--- src/vdp_glue_pkg.sv ---
// ----------------------------------------
// shared widths and video standard tables
// ----------------------------------------
package vdp_glue_pkg;

    // colour component widths
    // vdp side is 6 bits per gun
    localparam int color_w = 6;
    // output side is a full byte per gun
    localparam int dvi_color_w = 8;

    // vdp beam coordinates
    localparam int vdp_pos_w = 11;
    // output raster coordinates, enough for 864 x 625
    localparam int raster_pos_w = 10;

    // number of supported video standards
    // index 0 ntsc, index 1 pal
    localparam int num_standards = 2;

    // ----------------------------------------
    // per-standard raster tables
    // ----------------------------------------

    // pixels per line, including blanking
    localparam logic [num_standards-1:0][raster_pos_w-1:0] h_total_tab = {
        10'd864,
        10'd858
    };

    // lines per frame
    localparam logic [num_standards-1:0][raster_pos_w-1:0] v_total_tab = {
        10'd625,
        10'd525
    };

    // line the counter parks on during a timing reset
    // puts the vdp active area inside the output frame
    localparam logic [num_standards-1:0][raster_pos_w-1:0] start_y_tab = {
        10'd570,
        10'd485
    };

endpackage

--- src/chip_select_filter.sv ---
`timescale 1ns/10ps

module chip_select_filter (
    input  logic clk_w,
    input  logic reset_n_w,
    input  logic csr_n,
    input  logic csw_n,
    output logic csr_n_filt,
    output logic csw_n_filt
);

    // two-flop synchronisers, bit 0 is the first stage
    logic [1:0] csr_sync;
    logic [1:0] csw_sync;

    // ----------------------------------------
    // synchroniser stages
    // ----------------------------------------
    always_ff @(posedge clk_w or negedge reset_n_w) begin
        if (!reset_n_w) begin
            // selects are idle high
            csr_sync <= 2'b11;
            csw_sync <= 2'b11;
        end else begin
            csr_sync <= {csr_sync[0], csr_n};
            csw_sync <= {csw_sync[0], csw_n};
        end
    end

    // ----------------------------------------
    // hysteresis
    // ----------------------------------------
    // output only moves once both stages agree
    // a one-cycle glitch never fills both stages
    always_ff @(posedge clk_w or negedge reset_n_w) begin
        if (!reset_n_w) begin
            csr_n_filt <= 1'b1;
            csw_n_filt <= 1'b1;
        end else begin
            if (csr_sync[0] == csr_sync[1]) begin
                csr_n_filt <= csr_sync[1];
            end
            if (csw_sync[0] == csw_sync[1]) begin
                csw_n_filt <= csw_sync[1];
            end
        end
    end

endmodule

--- src/cpu_access_sequencer.sv ---
`timescale 1ns/10ps

module cpu_access_sequencer
    import vdp_glue_pkg::*;
(
    input  logic       clk_w,
    input  logic       reset_n_w,
    input  logic       csr_n_filt,
    input  logic       csw_n_filt,
    input  logic [1:0] mode,
    input  logic [7:0] cdo,
    output logic       cpu_req,
    output logic       cpu_wrt,
    output logic [1:0] cpu_port,
    output logic [7:0] cpu_dbo
);

    typedef enum logic {
        st_idle,
        st_busy
    } seq_state_t;

    seq_state_t state;
    // chip-select pair seen at the last request
    logic [1:0] cs_latch;

    // ----------------------------------------
    // idle/busy fsm
    // ----------------------------------------
    always_ff @(posedge clk_w or negedge reset_n_w) begin
        if (!reset_n_w) begin
            state    <= st_idle;
            cs_latch <= 2'b11;
            cpu_req  <= 1'b0;
            cpu_wrt  <= 1'b0;
        end else if (state == st_idle) begin
            // exactly one select low means an access
            cpu_req  <= csr_n_filt ^ csw_n_filt;
            // write only when csw alone is low
            cpu_wrt  <= csr_n_filt & ~csw_n_filt;
            cs_latch <= {csr_n_filt, csw_n_filt};
            state    <= st_busy;
        end else begin
            // request lasts one cycle only
            cpu_req <= 1'b0;
            cpu_wrt <= 1'b0;
            // wait for the selects to move before rearming
            if (cs_latch != {csr_n_filt, csw_n_filt}) begin
                state <= st_idle;
            end
        end
    end

    // port number and write data, captured with the request
    always_ff @(posedge clk_w) begin
        if (state == st_idle) begin
            cpu_port <= mode;
            cpu_dbo  <= cdo;
        end
    end

endmodule

--- src/video_sync_monitor.sv ---
`timescale 1ns/10ps

module video_sync_monitor
    import vdp_glue_pkg::*;
(
    input  logic                    clk_w,
    input  logic                    reset_n_w,
    input  logic [vdp_pos_w-1:0]    vdp_cx,
    input  logic [vdp_pos_w-1:0]    vdp_cy,
    input  logic                    vdp_pal_mode,
    input  logic                    vdp_hdmi_reset,
    input  logic [raster_pos_w-1:0] sel_cx,
    input  logic [raster_pos_w-1:0] sel_cy,
    output logic                    video_reset,
    output logic                    pal_mode
);

    logic vdp_at_origin;
    logic raster_at_origin;
    logic frame_mismatch;

    // vdp beam at top-left of its frame
    assign vdp_at_origin = (vdp_cx == '0) && (vdp_cy == '0);
    // active output raster at its own origin
    assign raster_at_origin = (sel_cx == '0) && (sel_cy == '0);
    // frames have drifted apart
    assign frame_mismatch = vdp_at_origin && !raster_at_origin;

    // ----------------------------------------
    // output timing reset
    // ----------------------------------------
    always_ff @(posedge clk_w or negedge reset_n_w) begin
        if (!reset_n_w) begin
            video_reset <= 1'b0;
        end else begin
            // vdp request or resync, one cycle later
            video_reset <= vdp_hdmi_reset | frame_mismatch;
        end
    end

    // ----------------------------------------
    // pal/ntsc mode register
    // ----------------------------------------
    // only follows the vdp during a timing reset,
    // so the standard never switches mid-frame
    always_ff @(posedge clk_w or negedge reset_n_w) begin
        if (!reset_n_w) begin
            pal_mode <= 1'b0;
        end else if (video_reset) begin
            pal_mode <= vdp_pal_mode;
        end
    end

endmodule

--- src/raster_counter.sv ---
`timescale 1ns/10ps

module raster_counter
    import vdp_glue_pkg::*;
#(
    parameter logic [raster_pos_w-1:0] h_total = 10'd858,
    parameter logic [raster_pos_w-1:0] v_total = 10'd525,
    parameter logic [raster_pos_w-1:0] start_y = 10'd485
) (
    input  logic                    clk_w,
    input  logic                    reset_n_w,
    input  logic                    video_reset,
    output logic [raster_pos_w-1:0] cx,
    output logic [raster_pos_w-1:0] cy
);

    logic line_end;
    logic frame_end;

    // last pixel of a line, last line of a frame
    assign line_end  = (cx == h_total - 1'b1);
    assign frame_end = (cy == v_total - 1'b1);

    // ----------------------------------------
    // position counters
    // ----------------------------------------
    always_ff @(posedge clk_w or negedge reset_n_w) begin
        if (!reset_n_w) begin
            cx <= '0;
            cy <= start_y;
        end else if (video_reset) begin
            // park at start line until released
            cx <= '0;
            cy <= start_y;
        end else if (line_end) begin
            cx <= '0;
            // next line, wrap to top after the last one
            if (frame_end) begin
                cy <= '0;
            end else begin
                cy <= cy + 1'b1;
            end
        end else begin
            // one pixel per clock
            cx <= cx + 1'b1;
        end
    end

endmodule

--- src/pixel_formatter.sv ---
`timescale 1ns/10ps

module pixel_formatter
    import vdp_glue_pkg::*;
(
    input  logic                                       clk_w,
    input  logic                                       reset_n_w,
    input  logic                                       pal_mode,
    input  logic                                       scanlin_n,
    input  logic [color_w-1:0]                         video_r,
    input  logic [color_w-1:0]                         video_g,
    input  logic [color_w-1:0]                         video_b,
    input  logic [num_standards-1:0][raster_pos_w-1:0] cx,
    input  logic [num_standards-1:0][raster_pos_w-1:0] cy,
    output logic [raster_pos_w-1:0]                    sel_cx,
    output logic [raster_pos_w-1:0]                    sel_cy,
    output logic [raster_pos_w-1:0]                    raster_cx,
    output logic [raster_pos_w-1:0]                    raster_cy,
    output logic [dvi_color_w-1:0]                     dvi_r,
    output logic [dvi_color_w-1:0]                     dvi_g,
    output logic [dvi_color_w-1:0]                     dvi_b
);

    logic shade;

    // widen 6 to 8 bits, or half brightness when shaded
    function automatic logic [dvi_color_w-1:0] to_dvi(input logic [color_w-1:0] c,
                                                      input logic half);
        if (half) begin
            return {1'b0, c, {(dvi_color_w - color_w - 1){1'b0}}};
        end
        return {c, {(dvi_color_w - color_w){1'b0}}};
    endfunction

    // raster of the active standard, back to the sync monitor
    assign sel_cx = pal_mode ? cx[1] : cx[0];
    assign sel_cy = pal_mode ? cy[1] : cy[0];

    // darken odd lines when scanlines are on
    assign shade = ~scanlin_n & sel_cy[0];

    // registered raster position
    always_ff @(posedge clk_w or negedge reset_n_w) begin
        if (!reset_n_w) begin
            raster_cx <= '0;
            raster_cy <= '0;
        end else begin
            raster_cx <= sel_cx;
            raster_cy <= sel_cy;
        end
    end

    // colour path, aligned with raster_cx/raster_cy
    always_ff @(posedge clk_w) begin
        dvi_r <= to_dvi(video_r, shade);
        dvi_g <= to_dvi(video_g, shade);
        dvi_b <= to_dvi(video_b, shade);
    end

endmodule

--- src/clock_divider.sv ---
`timescale 1ns/10ps

module clock_divider #(
    parameter int half_period = 7
) (
    input  logic clk_w,
    input  logic reset_n_w,
    output logic div_clk
);

    // at least one bit even for a divide by two
    localparam int cnt_w = (half_period > 1) ? $clog2(half_period) : 1;

    logic [cnt_w-1:0] cnt;

    // ----------------------------------------
    // toggle divider
    // ----------------------------------------
    always_ff @(posedge clk_w or negedge reset_n_w) begin
        if (!reset_n_w) begin
            cnt     <= '0;
            div_clk <= 1'b0;
        end else if (cnt == cnt_w'(half_period - 1)) begin
            // end of half period, flip and restart
            cnt     <= '0;
            div_clk <= ~div_clk;
        end else begin
            cnt <= cnt + 1'b1;
        end
    end

endmodule

--- src/vdp_glue_top.sv ---
`timescale 1ns/10ps

module vdp_glue_top
    import vdp_glue_pkg::*;
#(
    // 50 MHz over colourburst, halved
    parameter int cpu_clk_half_period = 7,
    parameter logic [num_standards-1:0][raster_pos_w-1:0] h_total_tab = vdp_glue_pkg::h_total_tab,
    parameter logic [num_standards-1:0][raster_pos_w-1:0] v_total_tab = vdp_glue_pkg::v_total_tab,
    parameter logic [num_standards-1:0][raster_pos_w-1:0] start_y_tab = vdp_glue_pkg::start_y_tab
) (
    input  logic                    clk_w,
    input  logic                    reset_n_w,
    // cpu bus
    input  logic                    csr_n,
    input  logic                    csw_n,
    input  logic [1:0]              mode,
    input  logic [7:0]              cdo,
    // vdp video side
    input  logic [vdp_pos_w-1:0]    vdp_cx,
    input  logic [vdp_pos_w-1:0]    vdp_cy,
    input  logic                    vdp_pal_mode,
    input  logic                    vdp_hdmi_reset,
    input  logic [color_w-1:0]      video_r,
    input  logic [color_w-1:0]      video_g,
    input  logic [color_w-1:0]      video_b,
    input  logic                    scanlin_n,
    // vdp register request
    output logic                    cpu_req,
    output logic                    cpu_wrt,
    output logic [1:0]              cpu_port,
    output logic [7:0]              cpu_dbo,
    // output video
    output logic [dvi_color_w-1:0]  dvi_r,
    output logic [dvi_color_w-1:0]  dvi_g,
    output logic [dvi_color_w-1:0]  dvi_b,
    output logic [raster_pos_w-1:0] raster_cx,
    output logic [raster_pos_w-1:0] raster_cy,
    output logic                    pal_mode,
    output logic                    video_reset,
    output logic                    cpu_clk
);

    // filtered chip selects
    logic csr_n_filt;
    logic csw_n_filt;

    // one raster per standard
    logic [num_standards-1:0][raster_pos_w-1:0] std_cx;
    logic [num_standards-1:0][raster_pos_w-1:0] std_cy;

    // active raster, fed back to the monitor
    logic [raster_pos_w-1:0] sel_cx;
    logic [raster_pos_w-1:0] sel_cy;

    // ----------------------------------------
    // cpu path
    // ----------------------------------------
    chip_select_filter u_cs_filter (
        .clk_w      (clk_w),
        .reset_n_w  (reset_n_w),
        .csr_n      (csr_n),
        .csw_n      (csw_n),
        .csr_n_filt (csr_n_filt),
        .csw_n_filt (csw_n_filt)
    );

    cpu_access_sequencer u_cpu_seq (
        .clk_w      (clk_w),
        .reset_n_w  (reset_n_w),
        .csr_n_filt (csr_n_filt),
        .csw_n_filt (csw_n_filt),
        .mode       (mode),
        .cdo        (cdo),
        .cpu_req    (cpu_req),
        .cpu_wrt    (cpu_wrt),
        .cpu_port   (cpu_port),
        .cpu_dbo    (cpu_dbo)
    );

    // ----------------------------------------
    // video path
    // ----------------------------------------
    video_sync_monitor u_sync_mon (
        .clk_w          (clk_w),
        .reset_n_w      (reset_n_w),
        .vdp_cx         (vdp_cx),
        .vdp_cy         (vdp_cy),
        .vdp_pal_mode   (vdp_pal_mode),
        .vdp_hdmi_reset (vdp_hdmi_reset),
        .sel_cx         (sel_cx),
        .sel_cy         (sel_cy),
        .video_reset    (video_reset),
        .pal_mode       (pal_mode)
    );

    // both standards run side by side, mode picks one
    for (genvar i = 0; i < num_standards; i++) begin : g_raster
        raster_counter #(
            .h_total (h_total_tab[i]),
            .v_total (v_total_tab[i]),
            .start_y (start_y_tab[i])
        ) u_raster (
            .clk_w       (clk_w),
            .reset_n_w   (reset_n_w),
            .video_reset (video_reset),
            .cx          (std_cx[i]),
            .cy          (std_cy[i])
        );
    end

    pixel_formatter u_formatter (
        .clk_w     (clk_w),
        .reset_n_w (reset_n_w),
        .pal_mode  (pal_mode),
        .scanlin_n (scanlin_n),
        .video_r   (video_r),
        .video_g   (video_g),
        .video_b   (video_b),
        .cx        (std_cx),
        .cy        (std_cy),
        .sel_cx    (sel_cx),
        .sel_cy    (sel_cy),
        .raster_cx (raster_cx),
        .raster_cy (raster_cy),
        .dvi_r     (dvi_r),
        .dvi_g     (dvi_g),
        .dvi_b     (dvi_b)
    );

    // free-running cpu clock
    clock_divider #(
        .half_period (cpu_clk_half_period)
    ) u_cpu_clk_div (
        .clk_w     (clk_w),
        .reset_n_w (reset_n_w),
        .div_clk   (cpu_clk)
    );

endmodule

--- config.mk ---
export PLATFORM = sky130hd
export DESIGN_NAME = vdp_glue_top
export DESIGN_NICKNAME = d
export VERILOG_FILES = /design/src/vdp_glue_pkg.sv /design/src/chip_select_filter.sv /design/src/cpu_access_sequencer.sv /design/src/video_sync_monitor.sv /design/src/raster_counter.sv /design/src/pixel_formatter.sv /design/src/clock_divider.sv /design/src/vdp_glue_top.sv
export SDC_FILE = /design/constraint.sdc
export NUM_CORES = 1
export LEC_CHECK = 0
export BUFFER_PORTS_ARGS = -buffer_cell sky130_fd_sc_hd__buf_2
export CAP_MARGIN = 20
export CORE_MARGIN = 2
export CORE_UTILIZATION = 53
export CTS_CLUSTER_DIAMETER = 60
export DETAILED_ROUTE_END_ITERATION = 6
export PLACE_DENSITY = 0.8
export SLEW_MARGIN = 20
export SYNTH_ARGS = -nofsm -noshare
export SYNTH_HDL_FRONTEND = slang
export SYNTH_SLANG_ARGS = --single-unit
export TNS_END_PERCENT = 100
--- constraint.sdc ---
create_clock -name clk_w -period 2.5 [get_ports clk_w]
set_clock_uncertainty 0.2 [all_clocks]
set_input_delay 0.125 -clock clk_w [delete_from_list [all_inputs] [get_ports clk_w]]
set_output_delay 0.125 -clock clk_w [all_outputs]
set_load 0.1 [all_outputs]
After elaboration in Yosys (flattened, before gate mapping)
Index checks and enable logic that the tools add are counted.
{"block": "totals", "regBits": 108, "word_cells": 80}
{"block": "op_classes", "addsub": 5, "eq_ne": 8, "n_mux": 24, "n_bitwise": 7, "n_reduce_logical": 10}
{"cell": "$mux W10", "n": 12}
{"cell": "$mux W8", "n": 6}
{"cell": "$add A10 B1 Y10 const B", "n": 4}
{"cell": "$eq A10 B10 Y1 const B", "n": 4}
{"cell": "$logic_not A11 Y1", "n": 2}
{"cell": "$logic_not A10 Y1", "n": 2}
{"cell": "$mux W1", "n": 5}
{"cell": "$reduce_bool A2 Y1", "n": 2}
{"cell": "$add A3 B1 Y3 const B", "n": 1}
{"cell": "$eq A3 B3 Y1 const B", "n": 1}
{"cell": "$logic_and A1 B1 Y1", "n": 3}
{"cell": "$mux W3", "n": 1}
{"cell": "$not A1 Y1", "n": 3}
{"cell": "$and A1 B1 Y1", "n": 2}
{"cell": "$eq A1 B1 Y1", "n": 2}
{"cell": "$ne A2 B2 Y1", "n": 1}
{"cell": "$logic_not A1 Y1", "n": 1}
{"cell": "$or A1 B1 Y1", "n": 1}
{"cell": "$xor A1 B1 Y1", "n": 1}

Depth between registers and ports, before layout
Gate-level depths: netlist of the first run.
{"block": "depth", "depth_word": 6, "ltp_mapped": 7, "depth_no_buf": 6}

Cells and area by module
From an unflattened synthesis of the first run, not the netlist that was laid out.
{"block": "unflattened", "hier_cells": 377, "hier_area_um2": 4638.2}
{"module": "pixel_formatter", "n_inst": 1, "cells_each": 91, "area_per_inst_um2": 1481.4, "seq_area_each_um2": 920.9}
{"module": "raster_counter (g_raster[0].u_raster)", "n_inst": 1, "cells_each": 117, "area_per_inst_um2": 1097.3, "seq_area_each_um2": 508.0}
{"module": "raster_counter (g_raster[1].u_raster)", "n_inst": 1, "cells_each": 105, "area_per_inst_um2": 1053.5, "seq_area_each_um2": 506.7}
{"module": "cpu_access_sequencer", "n_inst": 1, "cells_each": 26, "area_per_inst_um2": 506.7, "seq_area_each_um2": 427.9}
{"module": "chip_select_filter", "n_inst": 1, "cells_each": 8, "area_per_inst_um2": 180.2, "seq_area_each_um2": 157.7}
{"module": "video_sync_monitor", "n_inst": 1, "cells_each": 18, "area_per_inst_um2": 166.4, "seq_area_each_um2": 50.0}
{"module": "clock_divider", "n_inst": 1, "cells_each": 12, "area_per_inst_um2": 152.6, "seq_area_each_um2": 100.1}

Least setup slack after synthesis of the first run
Ideal clock, no wire load.
{"block": "synth_timing", "path_kind": "register -> register", "startpoint": "register u_sync_mon.pal_mode", "endpoint": "register u_sync_mon.video_reset", "setup_time_ns": 0.121, "arrival_time_ns": 2.106, "required_time_ns": 2.179, "path_slack_ns": 0.073, "path_stages_with_launch": 6, "path_buffers": 1, "period_less_slack_ns": 2.427, "path_cell_list": "dfrtp_1 -> buf_2 -> or4b_1 -> o22ai_1 -> nand4_1 -> o22a_1"}
{"block": "synth_between", "elab_chain_len": 6, "word_cells_on_any_way": 8, "cone_classes": "2 x mux; 1 x bitwise; 5 x reduce/logical"}
{"item": "start, declared", "line_no": "video_sync_monitor.sv:15", "rtl": "output logic pal_mode"}
{"item": "start signal, assigned", "line_no": "video_sync_monitor.sv:50", "rtl": "pal_mode <= vdp_pal_mode;"}
{"item": "$mux W10 (on tied branches)", "line_no": "pixel_formatter.sv:36, pixel_formatter.sv:37"}
{"item": "$logic_not A10 Y1", "line_no": "video_sync_monitor.sv:25", "rtl": "assign raster_at_origin = (sel_cx == '0) && (sel_cy == '0);"}
{"item": "$logic_and A1 B1 Y1 *", "line_no": "video_sync_monitor.sv:25"}
{"item": "$logic_not A1 Y1 *", "line_no": "video_sync_monitor.sv:27", "rtl": "assign frame_mismatch = vdp_at_origin && !raster_at_origin;"}
{"item": "$logic_and A1 B1 Y1 *", "line_no": "video_sync_monitor.sv:27"}
{"item": "$or A1 B1 Y1 *", "line_no": "video_sync_monitor.sv:37", "rtl": "video_reset <= vdp_hdmi_reset | frame_mismatch;"}
{"item": "end signal, assigned", "line_no": "video_sync_monitor.sv:37"}
{"item": "end, declared", "line_no": "video_sync_monitor.sv:14", "rtl": "output logic video_reset,"}
Mark *: on every way between the ends. The rest lies on a longest branch, timed or not.
A chain may end at the register's enable or synchronous reset.

Final worst setup path of the first run
Same ends and word-level chain as after synthesis.

==> flow_metrics.tcl, run 1 <==
set metrics [dict create \
    final_hold_viol_count 0 \
    postPlaceCellArea_um2 5280 \
    power_mw 4.30 \
    peakVddDrop_mv 0.395 \
    synthArstFlopShare_pct 71.3 \
    synth_seq_area_share_pct 57.6 \
    ant_nets 0 \
    stdcell_count 660 \
    maxCapViolCount 0 \
    dr.first_iter.drc_count 181 \
    cts_root_buf "clkbuf_8" \
    fin_ws_ps 71.6 \
    worstSetupEndpointType "flop" \
    drt_wl_total_um 11300 \
    initial_utilization_pct 54.0 \
    final_cell_area_um2 5890 \
    ios 116 \
    grt_pass1_wl_um 18400 \
    dpl.cell_count 602 \
    die_h_um 97.6 \
    final_common_cell "buf_2" \
    final_cell_mix "buf_2 (112), dfrtp_1 (56), mux2_2 (34), dlygate4sd3_1 (34), dfxtp_1 (21)" \
    cts_made_buffers 9 \
    htree_levels 3 \
    crit_family "buffers and inverters" \
    viasPerCell 5.66 \
    yosysWarningCount 0 \
    place.gp.congestion 0.874 \
    synth_ff_type "dfrtp_1" \
    nets 612 \
    ys_types 55 \
    coreArea_um2 8590 \
    clock_path_buffers 2 \
    layout_min_cycle_time_ps 2430 \
    worstMarginPinSlew_ps 949 \
    tritoncts "yes" \
    antenna_found_initial 0 \
    synth_area_um2 4640 \
    status "finished, final reports clean" \
    avgSynthCellArea_um2 11.8 \
    grt_start_max_net_pins 78 \
    cpMaxStageDelayCell "dlygate4sd3_1" \
    dp_hpwl_um 7220 \
    netlist_instances 392 \
    ff2ff_path_depth 6 \
    portBuffers 112 \
    n_antenna_cell 0 \
    synth_seq_cells 108 \
    rsz0062_at_grt "no" \
    power_density_nw_per_um2 731 \
    fin_crit_sh_pct 97.1 \
    syn2layout_area_growth_pct 26.9 \
    gr-total-overflow 0 \
    rows 34 \
    routed-via-count 3734 \
    cpPeakStageDelay_ps 550 \
    grtUsageTotal_pct 24.1 \
    drt_drc_violations_left 0 \
    crit_path_max_fanout 6 \
    arrival_ps 2490 \
    synth_edf_count 10 \
    crit_cells 6 \
    wl_per_cell_um 17.1 \
    grt_pass1_vias 3655 \
    crit_chain "buf_6, or4_1, o22ai_2, nand4_1, o22a_1, dlygate4sd3_1" \
    start_kind "flop" \
    finalSetupViolations 0 \
    min_path_cells 4 \
    die_area_um2 9520 \
    postLayoutCoreUtil_pct 68.5 \
    clock_latency_ps 380 \
    crit_buf_inv 2 \
    die_w_um 97.6 \
    first_pass_iters 4 \
    fmax_mhz 412 \
    final_max_slew_viol_count 0 \
    path_clk_slew_ps 110 \
    dp_slack_ps 414 \
    required_ps 2560 \
    critPathKind "flop to flop" \
    p_leak_nw 2.61 \
    drive_gt1_share_pct 37.3 \
    cts.sinks 108 \
    finalSetupTns_ps 0 \
    slew_headroom_pct 36.7 \
    hold_path.class "input port to flop" \
    whs_ps 43.2 \
]
[power breakdown]
part,total [mW],switching (mW),internal [mW]
Sequential,2.02,0.0766,1.95
Combinational,1.28,1.02,0.253
Clock,1.00,0.619,0.382
[sequential cells by signal (all words and copies together) (netlist names)]
register and count:
g_raster.u_raster.cx 20, g_raster.u_raster.cy 20, u_cpu_clk_div.cnt 3, u_cpu_clk_div.div_clk 1, u_cpu_seq.cpu_dbo 8, u_cpu_seq.cpu_port 2, u_cpu_seq.cpu_req 1, u_cpu_seq.cpu_wrt 1
u_cpu_seq.cs_latch 2, u_cpu_seq.state 1, u_cs_filter.csr_n_filt 1, u_cs_filter.csr_sync 2, u_cs_filter.csw_n_filt 1, u_cs_filter.csw_sync 2, u_formatter.dvi_b 7, u_formatter.dvi_g 7
u_formatter.dvi_r 7, u_formatter.raster_cx 10, u_formatter.raster_cy 10, u_sync_mon.pal_mode 1, u_sync_mon.video_reset 1
[synth_stat cells, types with 2 or more instances]
| library cell | n | area, um2 |
|---|---|---|
| a211o_1 | 3 | 26.3 |
| nor2_1 | 16 | 60.1 |
| nor2b_1 | 7 | 43.8 |
| a31oi_1 | 3 | 18.8 |
| and4_1 | 3 | 26.3 |
| nor3b_1 | 3 | 22.5 |
| and3_1 | 10 | 62.6 |
| maj3_1 | 2 | 20.0 |
| or4_1 | 9 | 67.6 |
| nor3_1 | 17 | 85.1 |
| buf_2 | 9 | 45.0 |
| dfxtp_1 | 21 | 420 |
| nand2_1 | 18 | 67.6 |
| nand4_1 | 8 | 50.1 |
| ha_1 | 8 | 100 |
| or4b_1 | 2 | 20.0 |
| and4b_1 | 2 | 20.0 |
| a21o_1 | 3 | 22.5 |
| nand3_1 | 20 | 100 |
| nor4_1 | 11 | 68.8 |
| buf_4 | 3 | 22.5 |
| clkbuf_1 | 3 | 11.3 |
| xor2_1 | 9 | 78.8 |
| o21ai_0 | 13 | 65.1 |
| o31ai_1 | 2 | 15.0 |
| dfrtp_1 | 58 | 1450 |
| or3_1 | 2 | 12.5 |
| nand2b_1 | 3 | 18.8 |
| a21oi_1 | 10 | 50.1 |
| dfstp_2 | 19 | 499 |
| mux2_2 | 34 | 383 |
| inv_1 | 11 | 41.3 |
| xnor2_1 | 9 | 78.8 |
| edfxtp_1 | 10 | 300 |
| a221o_1 | 3 | 30.0 |
| buf_6 | 3 | 33.8 |
| o211ai_1 | 2 | 15.0 |
| nand3_2 | 2 | 20.0 |
| o22ai_1 | 2 | 12.5 |
| and2_1 | 4 | 25.0 |
[what timing repair did]
action | 4_1_cts | 5_1_grt
setup buffers | 0 | 7
endpoints found under the setup margin | 0 | 1
hold buffers | 34 | 0
gates resized for setup | 0 | 7
hold endpoints to repair | 93 | 0
[worst min-delay path, stage by stage]
cell and delay, ps:
buf_2 100, nor2b_1 40, buf_4 210, nor2b_1 120
[path summary, 6_finish.rpt]
check / start / to / slack [ps]
max: u_sync_mon.pal_mode / u_sync_mon.video_reset / 70
min: scanlin_n / u_formatter.dvi_b[7] / 40
max reg2reg: u_sync_mon.pal_mode / u_sync_mon.video_reset / 70
min reg2reg: u_cs_filter.csr_sync[0] / u_cs_filter.csr_sync[1] / 160
max in group asynchronous: reset_n_w / u_sync_mon.pal_mode / 1180
min in group asynchronous: reset_n_w / u_formatter.raster_cx[0] / 210
[metal layers]
layer	routed length (um)	global-route usage (%)	share of wire, %	vias up
met4	237	8.97	2.1	0
li1	-	-	-	1731
met3	840	4.39	7.4	21
met2	5350	39.8	47	177
met5	0	0	0	-
met1	4860	32.0	43	1805
[cell families after synthesis]
| group | synth area share (%) |
|---|---|
| compound gates | 6.50 |
| xor+xnor | 3.40 |
| mux | 8.47 |
| flops | 57.6 |
| fa+ha+maj | 2.59 |
| buf+inv | 3.48 |
| simple gates | 17.9 |
| other cells | 0.0808 |
[cell type report]
class / instances / area, um2
multi-input cells: 255 / 1830
inverters: 12 / 45.0
repair buffers: 161 / 1020
fillers: 627 / 2710
clock buffers: 10 / 128
flip-flops and latches: 108 / 2670
well taps: 108 / 135
clock inverters: 6 / 55.1
No activity file was read; power rests on OpenSTA's default activity.
==> run 2: changes to the inputs <==
==> constraint.sdc (replaced) <==
create_clock -name clk_w -period 2.5 [get_ports clk_w]
set_clock_uncertainty 0.2 [all_clocks]
set_input_delay 0.625 -clock clk_w [delete_from_list [all_inputs] [get_ports clk_w]]
set_output_delay 0.625 -clock clk_w [all_outputs]
set_load 0.1 [all_outputs]
==> run 2 against run 1 <==
Compared with the run above:
- the flow now finishes with violations (negative hold slack)
- largest cell class unchanged
- utilization down 4.5 points
- design area down 6.6%
- worst hold slack worse by 57 ps
- sequential share of layout area up 3.2 points
- clock power about the same
- non-clock buffer count down 42
- power down 1.7%
- fmax up 16%
==> flow_metrics.tcl, run 2 (synthesis results as in run 1) <==
set metrics [dict create \
    dp_hpwl_um 7220 \
    nets 570 \
    ff2ff_path_depth 5 \
    arrival_ps 2200 \
    use_met2_pct 35.0 \
    hold_path.class "input port to asynchronous set/reset pin" \
    power_density_nw_per_um2 769 \
    finalSetupViolations 0 \
    cts_resized 0 \
    final_common_cell "buf_2" \
    routed-via-count 3504 \
    portBuffers 112 \
    cts_root_buf "clkbuf_8" \
    met3_usage_pct 4.96 \
    worstSetupEndpointType "flop" \
    busiest_layer "met2" \
    grt_pass1_vias 3443 \
    postLayoutCoreUtil_pct 64.0 \
    layout_min_cycle_time_ps 2100 \
    dr.first_iter.drc_count 123 \
    nFillCells 659 \
    hold_buffers 0 \
    initial_utilization_pct 54.0 \
    ios 116 \
    tritoncts "yes" \
    final_cell_mix "buf_2 (110), dfrtp_1 (58), mux2_2 (34)" \
    power_mw 4.23 \
    die_area_um2 9520 \
    place.gp.congestion 0.883 \
    antenna_found_initial 0 \
    r2r_start "g_raster[1].u_raster.cx[0]" \
    grt_start_max_net_pins 43 \
    dpl.cell_count 602 \
    r2r_setup_slack_ps 400 \
    rows 34 \
    p_leak_nw 2.45 \
    drt_drc_violations_left 0 \
    grtUsageTotal_pct 21.4 \
    final_hold_viol_count 14 \
    grtUsageMet1_pct 28.4 \
    critPathKind "flop to flop" \
    finalSetupTns_ps 0 \
    drt_wl_total_um 9910 \
    fin_ws_ps 400 \
    clock_latency_ps 380 \
    worstMarginPinSlew_ps 568 \
    htree_levels 3 \
    drive_gt1_share_pct 38.0 \
    dp_slack_ps 424 \
    slew_headroom_pct 61.8 \
    required_ps 2600 \
    final_max_slew_viol_count 0 \
    crit_path_max_fanout 12 \
    final_cell_area_um2 5500 \
    fin_crit_sh_pct 84.0 \
    crit_buf_inv 0 \
    gr-total-overflow 0 \
    path_clk_slew_ps 100 \
    cts_setup_buffers 0 \
    n_antenna_cell 0 \
    violations "negative hold slack" \
    wl_per_cell_um 16.0 \
    die_w_um 97.6 \
    grt_pass1_wl_um 16500 \
    status "complete, but fails checks" \
    peakVddDrop_mv 0.458 \
    start_kind "flop" \
    rsz0062_at_grt "no" \
    syn2layout_area_growth_pct 18.5 \
    crit_family "simple AND/OR/NAND/NOR gates" \
    cts_made_buffers 9 \
    coreArea_um2 8590 \
    die_h_um 97.6 \
    crit_chain "ha_1, and4_4, nand3_2, or4_1, a21oi_1" \
    cpPeakStageDelay_ps 550 \
    cts.sinks 108 \
    reg2reg_to "g_raster[1].u_raster.cy[8]" \
    clock_path_buffers 2 \
    first_pass_iters 4 \
    top_regs "g_raster.u_raster.cx: 20 flops, g_raster.u_raster.cy: 20 flops" \
    final-seq-area_um2 2670 \
    ant_nets 0 \
    cpMaxStageDelayCell "or4_1" \
    whs_ps -13.6 \
    viasPerCell 5.67 \
    maxCapViolCount 0 \
    fmax_mhz 476 \
    postPlaceCellArea_um2 5310 \
    multi_input_area_um2 1810 \
    stdcell_count 618 \
]
==> run 2: cell count changes in the layout (fill, tap and decap cells not counted), sizes merged <==
cell / before / now
buf: 127 / 119
clkbuf: 10 / 9
clkinv: 2 / 3
clkinvlp: 2 / 0
dlygate4sd3: 34 / 0
inv: 14 / 16
==> run 2: where the power goes <==
part | total [mW] | internal, mW | switching [mW]
combinational | 1.21 | 0.208 | 0.997
clock | 1.01 | 0.389 | 0.619
sequential | 2.01 | 1.95 | 0.0686
==> run 2: worst max path at each step <==
stage / start / endpoint / cells past startpoint
6_report: g_raster[1].u_raster.cx[0] / g_raster[1].u_raster.cy[8] / 5
5_1_grt: g_raster[1].u_raster.cx[0] / g_raster[1].u_raster.cy[8] / 5
4_1_cts: g_raster[1].u_raster.cx[0] / g_raster[1].u_raster.cy[7] / 5
3_5_place_dp: g_raster[1].u_raster.cx[0] / g_raster[1].u_raster.cy[8] / 5
3_3_place_gp: g_raster[0].u_raster.cy[0] / u_formatter.dvi_b[3] / 5
2_1_floorplan: u_sync_mon.pal_mode / u_sync_mon.video_reset / 5
==> run 2: worst reg2reg max path, stage by stage, from the launching register on <==
cell	delay, ps
dfrtp_1	430
ha_1	230
and4_4	270
nand3_2	200
or4_1	550
a21oi_1	150
==> run 2: layout make-up <==
cell class,count,share of cell area (%)
Clock buffer,9,2.25
Clock inverter,7,1.21
Inverter,12,0.819
Multi-Input combinational cell,255,33.0
Sequential cell,108,48.6
Tap cell,108,2.46
Timing Repair Buffer,119,11.7
==> run 2: layer usage <==
metal / up-vias / wire length (um)
met2: 183 / 4580
met3: 19 / 845
li1: 1646 / -
met1: 1656 / 4290
met4: 0 / 190
met5: - / 0
==> run 3: changes to the inputs <==
ABC_AREA = 1   (was unset)
PLACE_DENSITY = 0.79   (was 0.8)
clock period = 2.2 ns   (was 2.5 ns; I/O delays follow)
==> run 3 against run 2 <==
Compared with the run above:
- utilization up 0.63 points
- design area up 2.5%
- the run now ends clean
- worst hold slack better by 18 ps
- global-route usage down 0.15 points
- critical path depth down 3
- highest routed layer unchanged
- non-clock buffer count down 3
- sequential share of layout area down 1.2 points
- clock power up 23%
- worst setup slack worse by 290 ps
- largest cell class unchanged
==> flow_metrics.tcl, run 3 <==
set metrics [dict create \
    required_ps 1450 \
    die_h_um 98.8 \
    ant_nets 0 \
    peakVddDrop_mv 0.461 \
    status "finished, final reports clean" \
    critPathKind "flop to output pin" \
    portBuffers 112 \
    whs_ps 4.31 \
    p_leak_nw 2.92 \
    cts_root_buf "clkbuf_8" \
    top_regs "g_raster.u_raster.cx: 20 flops, g_raster.u_raster.cy: 20 flops" \
    yosysWarningCount 0 \
    viasPerCell 5.04 \
    grtUsageTotal_pct 21.3 \
    avgSynthCellArea_um2 8.91 \
    p_sw_mw 1.99 \
    synth_most_common_cell "nand2_1" \
    first_pass_iters 4 \
    nFillCells 689 \
    drt_wl_total_um 10100 \
    netlist_instances 535 \
    hold_buffers 0 \
    switching_share_pct 39.9 \
    crit_path_max_fanout 15 \
    clkPwrFrac_pct 25.0 \
    power_density_nw_per_um2 883 \
    synth_seq_area_share_pct 56.0 \
    rows 34 \
    cpMaxStageDelayCell "dfrtp_2" \
    ios 116 \
    crit_buf_inv 2 \
    hold_path.class "input port to asynchronous set/reset pin" \
    crit_cells 2 \
    synth-simple-area-share_pct 25.1 \
    synthAdderAreaFrac_pct 2.52 \
    final_max_slew_viol_count 0 \
    grt_pass1_wl_um 16900 \
    crit_family "flip-flops" \
    synth_edf_count 10 \
    synth_top_cell_area_share_pct 30.4 \
    nets 716 \
    final_cell_mix "nand2_1 (139), buf_2 (110), nor2_1 (71)" \
    clock_latency_ps 360 \
    final_hold_viol_count 0 \
    tritoncts "yes" \
    clock_path_buffers 2 \
    rsz0062_at_grt "no" \
    final-seq-area_um2 2670 \
    synthMuxAreaShare_pct 0 \
    place.gp.congestion 0.920 \
    n_antenna_cell 0 \
    layout_min_cycle_time_ps 2090 \
    htree_levels 3 \
    wl_per_cell_um 13.2 \
    fin_crit_sh_pct 95.0 \
    gr-total-overflow 0 \
    ys_types 41 \
    routed-via-count 3851 \
    drt_drc_violations_left 0 \
    startpoint "u_sync_mon.pal_mode" \
    synthXorXnorAreaFrac_pct 2.57 \
    synth_seq_cells 108 \
    drive_gt1_share_pct 27.0 \
    cts_made_buffers 9 \
    grt_start_max_net_pins 78 \
    finalSetupTns_ps 0 \
    syn2layout_area_growth_pct 18.2 \
    multi_input_area_um2 1760 \
    die_area_um2 9770 \
    path_clk_slew_ps 110 \
    pwr-share-comb_pct 28.7 \
    synth.largest_area_cell "dfrtp_1" \
    arrival_ps 1340 \
    maxCapViolCount 0 \
    yosys-top-cells-area "dfrtp_1 (30%), nand2_1 (11%), dfstp_2 (10%)" \
    grt_pass1_vias 3684 \
    coreArea_um2 8720 \
    ff2ff_path_depth 8 \
    synth_compound_area_share_pct 6.54 \
    ys_top_cells_by_count "nand2_1 (139), nor2_1 (71), dfrtp_1 (58)" \
    synthArstFlopShare_pct 71.3 \
    r2r_start "g_raster[1].u_raster.cx[0]" \
    start_kind "flop" \
    cpPeakStageDelay_ps 530 \
    dp_hpwl_um 7400 \
    fmax_mhz 479 \
    initial_utilization_pct 54.7 \
    antenna_found_initial 0 \
    final_common_cell "nand2_1" \
    power_frac_seq_pct 46.3 \
    crit_chain "buf_4, buf_12" \
    synth_top_family_by_area "simple AND/OR/NAND/NOR gates" \
    dr.first_iter.drc_count 184 \
    cts.sinks 108 \
    worstSetupEndpointType "output pin" \
    synth_ff_type "dfrtp_1" \
    die_w_um 98.8 \
    finalSetupViolations 0 \
    p_int_mw 2.99 \
    synth_area_um2 4770 \
]
==> run 3: changes by cell type after synthesis, moves of 10 or more <==
| cell | change |
|---|---|
| mux2_2 | -34 |
| nand2_1 | +121 |
| nor2_1 | +55 |
| a21oi_1 | +10 |
| inv_1 | +42 |
| o21ai_0 | +13 |
| and3_1 | -10 |
==> run 3: repair_timing <==
action	in CTS	in global routing
gates resized for setup	1	0
setup buffers	0	0
hold endpoints to repair	0	0
endpoints found under the setup margin	1	0
==> run 3: per-stage QoR <==
step	instance area (um2)	total power [mW]	setup WS [ps]	std cells	utilization, %
after detailed placement	5430	3.78	273	748	62.2
final	5640	4.98	110	764	64.6
after floorplan	4770	3.51	84.8	537	-
after global placement	5430	3.76	278	748	62.2
after global routing	5640	5.18	9.83	764	64.6
after CTS	5640	5.02	91.6	764	64.6
==> run 3: power by group through the flow <==
stage	clock [mW]	sequential (mW)	combinational (mW)
after floorplan	0	3.25	0.258
after global placement	0	2.33	1.42
after detailed placement	0	2.34	1.44
after CTS	1.28	2.30	1.44
after global routing	1.36	2.32	1.50
final	1.24	2.30	1.43
==> run 3: cell families (layout without fill, tap and decap cells) <==
| kind of cell | count (synthesis) | count (layout) |
|---|---|---|
| adder cells (fa/ha/maj) | 10 | 10 |
| AO/OA/AOI/OAI | 58 | 58 |
| buffers and inverters | 72 | 191 |
| other | 1 | 3 |
| XOR/XNOR | 14 | 14 |
| flip-flops | 108 | 108 |
| AND/OR/NAND/NOR | 272 | 272 |
==> run 3: worst paths after layout <==
path | endpoint | slack, ps
setup / recovery | pal_mode | 110
hold / removal | g_raster[0].u_raster.cx[6] | 4
setup reg to reg | g_raster[1].u_raster.cy[6] | 330
hold reg to reg | u_cs_filter.csw_sync[1] | 180
max in group asynchronous | g_raster[0].u_raster.cy[8] | 1440
min in group clk_w | u_cs_filter.csr_sync[0] | 80
==> run 3: layer usage <==
layer,vias to the layer above,track usage (%),share of wire [%]
met5,-,0,0
li1,1912,-,-
met3,19,4.96,6.1
met1,1787,28.7,44
met2,133,33.0,48
met4,0,9.48,2.0
==> run 3: cell type report <==
| type | count | share of cell area [%] |
|---|---|---|
| well taps | 108 | 2.40 |
| clock buffers | 11 | 3.09 |
| repair buffers | 116 | 11.2 |
| inverters | 59 | 3.97 |
| multi-input cells | 357 | 31.3 |
| clock inverters | 5 | 0.622 |
| flip-flops and latches | 108 | 47.4 |
==> run 3: worst register-to-register path: cells and delay by family (launching register included) <==
kind | cells | cell delay, ps
adders and majority gates | 1 | 210
DFF | 1 | 440
and+or+nand+nor | 7 | 920
